## src/bpu_pkg.sv

```systemverilog
package bpu_pkg;

    ////////////////////
    // widths
    ////////////////////

    localparam int inst_w = 32;
    localparam int addr_w = 32;

    // branch opcode sits in inst[31:26]
    localparam int op_w = 6;

    ////////////////////
    // table geometry
    ////////////////////

    // history table indexed by pc[9:2]
    localparam int bht_idx_w = 8;
    localparam int bht_depth = 1 << bht_idx_w;

    // target buffer indexed by pc[7:2], tag is pc[31:8]
    localparam int btb_idx_w = 6;
    localparam int btb_tag_w = 24;
    localparam int btb_depth = 1 << btb_idx_w;

    localparam logic [addr_w-1:0] reset_pc = 32'h1c00_0000;

    // conditional and unconditional branches, anything else is not a branch
    typedef enum logic [op_w-1:0] {
        op_bceqz = 6'h12,
        op_jirl  = 6'h13,
        op_b     = 6'h14,
        op_bl    = 6'h15,
        op_beq   = 6'h16,
        op_bne   = 6'h17,
        op_blt   = 6'h18,
        op_bge   = 6'h19,
        op_bltu  = 6'h1a,
        op_bgeu  = 6'h1b
    } branch_op_e;

    // two-bit saturating counter, msb set means taken
    typedef enum logic [1:0] {
        strong_not_taken = 2'b00,
        weak_not_taken   = 2'b01,
        weak_taken       = 2'b10,
        strong_taken     = 2'b11
    } counter_e;

endpackage
```

## src/fetch_pc.sv

```systemverilog
`timescale 1ns/1ps

module fetch_pc (
    input  logic                       clk,
    input  logic                       reset,
    input  logic                       stall,
    input  logic                       branch_flush,
    input  logic [bpu_pkg::addr_w-1:0] flush_target,
    input  logic                       pred_taken,
    input  logic [bpu_pkg::addr_w-1:0] pred_target,
    output logic [bpu_pkg::addr_w-1:0] pc
);

    import bpu_pkg::*;

    logic [addr_w-1:0] pc_next;

    ////////////////////
    // next pc select
    ////////////////////

    // flush beats stall, stall beats prediction
    always_comb begin
        if (branch_flush) begin
            pc_next = flush_target;
        end else if (stall) begin
            pc_next = pc;
        end else if (pred_taken) begin
            pc_next = pred_target;
        end else begin
            // two instructions per fetch
            pc_next = pc + addr_w'(8);
        end
    end

    always_ff @(posedge clk) begin
        if (reset) begin
            pc <= reset_pc;
        end else begin
            pc <= pc_next;
        end
    end

endmodule

```

## config.mk

```make
export PLATFORM = sky130hd
export DESIGN_NAME = fetch_pc
export DESIGN_NICKNAME = d
export VERILOG_FILES = /design/src/bpu_pkg.sv /design/src/fetch_pc.sv
export SDC_FILE = /design/constraint.sdc
export NUM_CORES = 1
export LEC_CHECK = 0
export ABC_AREA = 1
export BUFFER_PORTS_ARGS = -buffer_cell sky130_fd_sc_hd__buf_2
export CAP_MARGIN = 10
export CELL_PAD_IN_SITES_DETAIL_PLACEMENT = 2
export CELL_PAD_IN_SITES_GLOBAL_PLACEMENT = 2
export CORE_MARGIN = 3
export CORE_UTILIZATION = 22
export DETAILED_ROUTE_END_ITERATION = 7
export GPL_TIMING_DRIVEN = 0
export MAX_ROUTING_LAYER = met4
export PLACE_DENSITY_LB_ADDON = 0.1
export SETUP_SLACK_MARGIN = 0.1
export SLEW_MARGIN = 30
export SYNTH_ARGS = -nofsm -noshare
export SYNTH_HDL_FRONTEND = slang
export SYNTH_SLANG_ARGS = --single-unit
```

## constraint.sdc

```tcl
create_clock -name clk -period 1.6 [get_ports clk]
set_clock_uncertainty 0.15 [all_clocks]
set_input_delay 0.08 -clock clk [delete_from_list [all_inputs] [get_ports clk]]
set_output_delay 0.08 -clock clk [all_outputs]
set_load 0.005 [all_outputs]
```

* Word-level counts from Yosys, hierarchy flattened
Cells that the tools add are included.
** Storage, ports and cells
- Flip-flop bits (word level) :: 32
- Memory bits (read-only) :: 0
- Logic and storage cells :: 6
- Output and inout port bits :: 32
- Memories :: 0
- Bits in latches :: 0
- Bits in writable memories :: 0
** Cells by class
- Multipliers :: 0
- Shift operators :: 0
- Div/mod/pow operators :: 0
- Multiplexer cells :: 3
- Eq/ne operators :: 1
- $lt $le $gt $ge :: 0
- Bitwise operators :: 0
- Reductions and logical operators :: 0
- Add/sub/neg operators :: 1
** Operators with widths (count)
- 32-bit 2-to-1 mux :: 3
- 32-bit by 4-bit adder with 32-bit output, second input constant :: 1
- 2-bit by 1-bit != test with 1-bit output, second input constant :: 1

* Logic depth before layout (Yosys ltp)
Gate-level depths: netlist of the first run.
- Word-level depth :: 4
- Mapped depth :: 12
- Depth with buffers taken out :: 12

* Worst setup path before layout of the first run
No wires, ideal clock.
- Kind :: register to register
- From :: register pc[3] (netlist bit)
- To :: register pc[19] (netlist bit)
- Clock period less this slack :: 1.578 ns
- Data required time :: 1.380 ns
- Slack :: 0.022 ns
- Arrival time :: 1.358 ns
- Cell stages (with the launch flop) :: 9
- Buffers on the path :: 0
- Cell sequence :: dfxtp_1 > ha_1 > nand2_2 > nor2_4 > nand2_4 > nor2_4 > xor2_1 > nand2_1 > a21oi_1
** On the way
- Word-level cells in the longest chain between the ends :: 4
** RTL lines
- from (decl) :: RTL line fetch_pc.sv:11 : output logic [bpu_pkg::addr_w-1:0] pc
- from (signal assigned) :: RTL line fetch_pc.sv:38 : pc <= reset_pc;
- from (signal assigned) :: RTL line fetch_pc.sv:40 : pc <= pc_next;
- 32-bit by 4-bit adder with 32-bit output :: RTL line fetch_pc.sv:32 : pc_next = pc + addr_w'(8);
- 32-bit 2-to-1 mux :: RTL line fetch_pc.sv:28 : end else if (pred_taken) begin
- 32-bit 2-to-1 mux :: RTL line fetch_pc.sv:26 : end else if (stall) begin
- 32-bit 2-to-1 mux :: RTL line fetch_pc.sv:24 : if (branch_flush) begin
Every way passes these cells. The select of a mux whose other input is x is not followed.
A chain may end at the register's enable or synchronous reset.

* Final worst setup path of the first run
- From :: register pc[4] (netlist bit)
- To :: register pc[7] (netlist bit)
The elaborated chain is that of the path after synthesis.

==> results of run 1 <==
final cells by class:
type	instances	area (µm²)
plain buffers	17	77.6
clock buffers	7	96.3
clock inverters	1	30.0
fillers	1246	6210
inverters	20	77.6
multi-input cells	305	1830
flip-flops and latches	32	716
well taps	136	170
repair buffers	180	1250
power by group through the flow:
stage	combinational [µW]	sequential (µW)	clock (µW)
detailed placement	508	989	0
finish	693	971	921
global placement	495	986	0
global route	778	985	982
CTS	659	969	938
floorplan	261	963	0
kinds of logic after synthesis:
logic type      synth area share
flops                      0.267
buf+inv                   0.0635
fa+ha+maj                0.00521
simple gates               0.385
xor+xnor                  0.0365
compound gates             0.243
placed cells by master (no fill, tap or decap), types with 7 or more instances in the layout:
cell / n
nor2_4: 23
clkbuf_8: 7
o21ai_0: 33
nor2_1: 14
nand2_2: 15
nor2_2: 15
xor2_1: 7
a221oi_1: 18
a21oi_1: 20
clkbuf_1: 8
dlygate4sd3_1: 59
inv_1: 13
nand2_1: 104
nand3_1: 10
dfxtp_2: 9
dfxtp_4: 17
nand2_4: 7
buf_4: 22
buf_2: 107
repair_timing:
item                                    in CTS  in global routing
setup buffers                               12                 10
endpoints found under the setup margin      25                 24
pin swaps                                   17                 29
hold buffers                                59                  0
endpoints found under the hold margin       29                  0
resized for setup                           58                 46
through the flow:
stage	util	cell area [µm²]
final	0.406	4250
after global routing	0.406	4250
after global placement	0.294	3070
after detailed placement	0.294	3070
after CTS	0.385	4030
after floorplan	-	2410
critical path, delay by kind of cell (launching register included):
kind / cells / cell delay, ns
AOI/OAI and AO/OA: 2 / 0.21
adders and majority gates: 1 / 0.18
buffers and inverters: 2 / 0.25
DFF: 1 / 0.37
and+or+nand+nor: 3 / 0.33
final timing paths:
path                                 startpoint      to  slack [ns]  depth (start not counted)
worst max-delay path                      pc[4]   pc[7]       -0.02                          8
worst min register to register            pc[1]   pc[1]        0.39                          2
worst min-delay path            pred_target[27]  pc[27]        0.02                          6
worst max register to register            pc[4]   pc[7]       -0.02                          8
routing by layer:
metal	share of wire	GRT usage	up-vias
met1	0.41	0.230	1606
met2	0.53	0.374	82
li1	-	-	1636
met4	0.021	0.0476	0
met5	0	-	-
met3	0.037	0.0279	15
==> run metrics, run 1 <==
status=finished, violations left; violated checks=setup timing; startpoint types=flip-flop; Seq/Total Area, Yosys=0.267; maximum vdd drop=295 µV; sw frac=0.315; drt wl/cell=between 15 and 20 µm; Pwr Density=between 600 and 700 nW/µm²; count of different cell masters after synthesis=30; Period Utilization, post-route=1.02; post-route insts no fill=698; clock root cell=clkbuf_8; Area contributors post-synth=dfxtp_1, nand2_1, o21ai_0, a221oi_1, nor2_1; DRT Pass-1 Iters=4; Synth area leader=dfxtp_1; Routed Antenna Nets=0; largest net degree at the start of global routing=11; WP data arrival=1.66 ns; CP peak stage delay=0.37 ns; nets=631; Worst path slowest cell=dfxtp_4; Max transition margin=0.585; Post-Synthesis Cells=374; H-tree depth=2; Clk network pwr share=0.356; Lkg Pwr=0.00183 µW; max FFs per register=32; final hold vios=0; setup violators final=2; initial core utilization=0.230; syn_nets=444; final-report max-slew violation count=0; Flop pwr share=0.376; Clk pin slew, worst setup/hold paths=0.09 ns; clock sink total=32; share of the synthesized area in the top cell type=0.267; core area=10500 µm²; min-delay worst type=in -> reg; Period minus WS final=1.62 ns; CP required=1.63 ns; global-route wire length before repair=19.3 mm; Vias per Instance=4.78; Synth Cell Area=2400 µm²; Regs by FF count=pc: 32 flops; Setup crit end kind=flip-flop; vias in the first global route=about 3.6k; Power Total=about 2600 µW; RSZ-0062 raised after global routing=true; CP Class=reg -> reg; worst skew pair latency=between 0.3 and 0.4 ns; Reg with most FFs=pc; measured slew at the worst slew-check pin=a little over 0.6 ns; TritonCTS Buffers=5; TritonCTS clock tree=done; share of cells above drive strength 1=0.427; flops & latches, synth=32; Die Ht=110 µm; Ports=101; routability congestion estimate=0.837; DRT iter0 DRCs=132; FMAX=about 600 MHz; initial antenna violation count=0; WHS=approximately 0.023 ns; syn avg cell area=6.42 µm²; Internal=around 1800 µW; DP Wirelength=just under 9 mm; Crit Path Max Fanout=4; chip width=110 µm; Routed WL=~13 mm; top_reg_cell synth=dfxtp_1; Setup TNS=-0.0345 ns; Post-synth EDFFs=0; critical path cell sequence=ha_4 -> nand2_4 -> nor2_4 -> buf_4 -> buf_6 -> or2_4 -> o211ai_1 -> a41oi_1; cell with the most instances after synthesis=nand2_1; dpl cells=approximately 610; Post-synth ARST share=0; power share of the combinational group=0.268; n_diodes=0; Total Routing Usage GR=0.202; Post-synth top cells=nand2_1, o21ai_0, dfxtp_1, nor2_1, a21oi_1; # port buffers=99; Remaining DRCs=0; Max clock buf depth=2; worst slack at placement=-0.294 ns; DIE AREA=12200 µm²; num rows=37; max_cap viols=0; Area Overhead vs Synth=77.0%; Congestion Overflow GR=0; final setup margin=-0.0246 ns; Warnings, synthesis=0; Sw Pwr=814 µW; via count=~3.3k
Note: power is estimated with default switching activity, not from simulation.
==> run 2: changes to the inputs <==
- CAP_MARGIN: 10 -> 5
- CORE_MARGIN: 3 -> 2
==> run metrics, run 2 (synthesis results as in run 1) <==
status=finished, final reports clean; Area Overhead vs Synth=80.4%; Pwr Density=548 nW/µm² (-9.9%); DRT iter0 DRCs=104 (-21%); final setup margin=0.00801 ns (+0.0326 ns); Period minus WS final=1.59 ns (-0.0326 ns); worst skew pair latency=0.29 ns (-0.02 ns); startpoint types=flip-flop; final hold vios=0 (unchanged); TritonCTS Buffers=5 (unchanged); core area=10700 µm² (+2.7%); measured slew at the worst slew-check pin=0.651 ns (+0.0292 ns); DRT Pass-1 Iters=4 (unchanged); share of cells above drive strength 1=0.439 (+0.0119); Congestion Overflow GR=0 (unchanged); CP required=1.67 ns (+0.04 ns); RSZ-0062 raised after global routing=true; max FFs per register=32 (unchanged); H-tree depth=2 (unchanged); WP data arrival=1.66 ns (about the same); Setup crit end kind=flip-flop; most common cell after layout, fill and taps aside=buf_2; Setup crit start=pc[3]; global-route wire length before repair=19.2 mm (-0.89%); hold wc startpoint=pred_target[27]; # port buffers=99 (unchanged); clock sink total=32 (unchanged); chip width=108 µm (-1.8%); n_diodes=0 (unchanged); CP Class=reg -> reg; clock root cell=clkbuf_8; WHS=0.0253 ns (+0.00243 ns); multi-input logic area=1860 µm² (+1.8%); nets=634 (+0.48%); final-report max-slew violation count=0 (unchanged); R2R Setup Slk=0.008 ns (+0.03 ns); Crit Path Max Fanout=3 (-1); max_cap viols=0 (unchanged); Die Ht=108 µm (-1.8%); routability congestion estimate=0.830 (-0.82%); worst slack at placement=-0.234 ns (+0.0596 ns); dpl cells=613 (+0.66%); largest net degree at the start of global routing=11 (unchanged); vias in the first global route=3662 (+0.60%); DP Wirelength=8.81 mm (+1.3%); Ports=101 (unchanged); Regs by FF count=pc: 32 flops; Routed WL=12.7 mm (+0.25%); RR Startpoint=pc[3]; setup violators final=0 (-2); FMAX=628 MHz (+2.1%); hold depth=6 (unchanged); initial antenna violation count=0 (unchanged); Storage cell area=732 µm² (+2.3%); Remaining DRCs=0 (unchanged); min-delay worst type=in -> reg; R2R depth=8 (unchanged); Max transition margin=0.566 (-0.0195); initial core utilization=0.224 (-0.00604); post-layout util=0.403 (-0.00313); Clk pin slew, worst setup/hold paths=0.08 ns (about the same); Lkg Pwr=0.00184 µW (+0.39%); TritonCTS clock tree=done; maximum vdd drop=302 µV (+2.3%); DIE AREA=11800 µm² (-3.6%); post-route insts no fill=705 (+1.0%); via count=3333 (-0.18%); Vias per Instance=4.73 (-1.2%); Period Utilization, post-route=0.995 (-0.0204); drt wl/cell=18.0 µm (-0.74%); num rows=38 (+2.7%); most frequent cells in the layout=buf_2, nand2_1, dlygate4sd3_1, o21ai_0; Routed Antenna Nets=0 (unchanged); fill count=1297 (+4.1%); Power Total=2380 µW (-8.1%); Total Routing Usage GR=0.219 (+0.0167); Max clock buf depth=2 (unchanged); Reg with most FFs=pc
run 2: report_power, final:
| group | internal (µW) | total (µW) | switching, µW |
|---|---|---|---|
| clock | 344 | 695 | 351 |
| sequential | 862 | 978 | 116 |
| combinational | 361 | 702 | 342 |
run 2: final timing paths:
check | end
setup / recovery | pc[19]
hold / removal | pc[27]
setup reg to reg | pc[19]
hold reg to reg | pc[2]
run 2: repair_timing:
| item | in CTS | in global routing |
|---|---|---|
| pin swaps | 14 | 43 |
| setup buffers | 9 | 17 |
| hold endpoints to repair | 29 | 0 |
| gates resized for setup | 55 | 69 |
| endpoints found under the setup margin | 25 | 24 |
| hold buffers | 59 | 0 |
run 2: final cells by class:
cell class / instances / share of cell area
buffer: 17 / 0.0179
clock buffer: 6 / 0.0191
clock inverter: 2 / 0.00231
inverter: 20 / 0.0202
multi-input combinational: 305 / 0.430
sequential: 32 / 0.169
tap: 140 / 0.0404
timing repair buffer: 183 / 0.301
run 2: metal layers:
metal  up-vias  part of all wire  track usage
met4         0            0.0056       0.0403
li1       1649                 -            -
met1      1609              0.43        0.254
met2        70              0.54        0.412
met3         5             0.025       0.0181
met5         -                 0            -
run 2: worst max-delay path: stages, from the launching register on:
cell and delay, ns:
dfxtp_4 0.39, ha_4 0.16, nand2_4 0.06, nor2_4 0.16, nand2_4 0.11, nor2_4 0.15, xor2_1 0.16, nand2_1 0.07
a21oi_1 0.11
run 2: stage by stage:
step | instance area [µm²] | setup TNS, ns
2_1_floorplan | 2410 | 0
3_3_place_gp | 3080 | -1.57
3_5_place_dp | 3080 | -2.28
4_1_cts | 3970 | -0.00254
5_1_grt | 4330 | -0.678
6_report | 4330 | 0
==> run 3: changes to the inputs <==
- CELL_PAD_IN_SITES_DETAIL_PLACEMENT: 2 -> unset
- CELL_PAD_IN_SITES_GLOBAL_PLACEMENT: 2 -> unset
- CORE_UTILIZATION: 22 -> 52
- PLACE_DENSITY: unset -> 0.86
- PLACE_DENSITY_LB_ADDON: 0.1 -> unset
- clock period: 1.6 -> 2 ns (I/O delays scaled with it)
==> run metrics, run 3 (synthesis results as in run 1) <==
Area Overhead vs Synth=50.9%; setup violators final=0 (unchanged); Die Ht=72.0 µm (-34%); worst skew pair latency=0.30 ns (about the same); DRT Pass-1 Iters=7 (+3); cell family with most CP delay=buffers and inverters; DIE AREA=5180 µm² (-56%); Regs by FF count=pc: 32 flops; fill count=287 (-78%); most frequent cells in the layout=nand2_1, buf_2, dlygate4sd3_1, o21ai_0, nor2_1; Total Routing Usage GR=0.403 (+0.184); Setup TNS=0 ns (unchanged); Pwr Density=534 nW/µm² (-2.6%); largest net degree at the start of global routing=11 (unchanged); worst path bufs/invs=1 (+1); CP required=2.03 ns (+0.36 ns); global-route wire length before repair=15.7 mm (-18%); hold wc startpoint=flush_target[13]; share of cells above drive strength 1=0.300 (-0.139); hold depth=3 (-3); Hold Path Sink=pc[13]; initial antenna violation count=0 (unchanged); Crit Path Max Fanout=7 (+4); max_cap viols=0 (unchanged); R2R depth=4 (-4); Worst R2R End=pc[4]; RR Startpoint=pc[3]; Ports=101 (unchanged); Max transition margin=0.612 (+0.0466); DRT iter0 DRCs=304 (+190%); Worst path slowest cell=dlygate4sd3_1; max FFs per register=32 (unchanged); Period minus WS final=1.85 ns (+0.261 ns); chip width=72.0 µm (-34%); # port buffers=99 (unchanged); maximum vdd drop=449 µV (+49%); Lkg Pwr=0.00159 µW (-13%); multi-input logic area=1630 µm² (-13%); Congestion Overflow GR=0 (unchanged); CP peak stage delay=0.57 ns (+0.18 ns); min-delay worst type=in -> reg; WP data arrival=1.88 ns (+0.22 ns); CP Class=reg -> reg; Reg with most FFs=pc; num rows=24 (-37%); final hold vios=0 (unchanged); core area=4410 µm² (-59%); Storage cell area=644 µm² (-12%); TritonCTS Buffers=5 (unchanged); most common cell after layout, fill and taps aside=nand2_1; drt wl/cell=17.6 µm (-2.3%); clock root cell=clkbuf_8; R2R Setup Slk=0.15 ns (+0.14 ns); Routed Antenna Nets=0 (unchanged); DP Wirelength=6.05 mm (-31%); Routed WL=10.3 mm (-19%); initial core utilization=0.544 (+0.321); vias in the first global route=3334 (-9.0%); via count=3554 (+6.6%); startpoint types=flip-flop; measured slew at the worst slew-check pin=0.581 ns (-0.0699 ns); n_diodes=0 (unchanged); critical path cell sequence=ha_2 -> a21oi_1 -> a31oi_1 -> dlygate4sd3_1; Period Utilization, post-route=0.927 (-0.0684); Setup crit end kind=flip-flop; Setup crit start=pc[3]; routability congestion estimate=0.963 (+16%); Vias per Instance=6.06 (+28%); Remaining DRCs=0 (unchanged); Max clock buf depth=2 (unchanged); nets=603 (-4.9%); clock sink total=32 (unchanged); status=finished, final reports clean; H-tree depth=2 (unchanged); RSZ-0062 raised after global routing=false; FMAX=540 MHz (-14%); post-CTS setup buffers=0 (-9); Clk pin slew, worst setup/hold paths=0.08 ns (about the same); final-report max-slew violation count=0 (unchanged); TritonCTS clock tree=done; WHS=0.00179 ns (-0.0235 ns)
==> run 3: per-stage QoR <==
stage / setup WS [ns] / instances / util / instance area (µm²) / total power [µW]
finish: 0.147 / 586 / 0.821 / 3620 / 1930
detailed placement: 0.157 / 525 / 0.671 / 2960 / 1160
global placement: 0.185 / 525 / 0.671 / 2960 / 1150
CTS: 0.135 / 586 / 0.816 / 3600 / 1870
floorplan: 0.422 / 374 / - / 2400 / 978
global route: 0.0982 / 586 / 0.821 / 3620 / 1990
==> run 3: routing by layer <==
layer	part of all wire	GRT usage
met5	0	-
met4	0.050	0.203
met3	0.10	0.0903
met2	0.48	0.691
met1	0.37	0.437
==> run 3: worst max path at each step <==
stage,slack [ns],cells past startpoint,to
finish,0.15,4,pc[4]
global placement,0.18,7,pc[17]
floorplan,0.42,8,pc[19]
detailed placement,0.16,7,pc[17]
global route,0.1,7,pc[17]
CTS,0.14,7,pc[17]
==> run 3: report_power, final <==
group	switching, µW	internal (µW)	leakage (µW)
Sequential	85.4	692	0.000267
Clock	268	370	0.0000552
Combinational	252	267	0.00127
==> run 3: tightest hold or removal path, cell delays in order <==
cell and delay (ns):
buf_2 0.08, a221oi_1 0.08, a21oi_1 0.15
==> run 3: layout make-up <==
class                      instances  area share
multi-input combinational        305       0.449
tap                               52      0.0179
clock inverter                     2     0.00967
timing repair buffer             152       0.283
buffer                            17      0.0217
clock buffer                       6      0.0200
inverter                          20      0.0207
sequential                        32       0.178
==> run 3: timing repair <==
item / CTS / global route
endpoints found under the hold margin: 27 / 0
resized for setup: 0 / 9
endpoints found under the setup margin: 0 / 16
hold buffers: 53 / 0
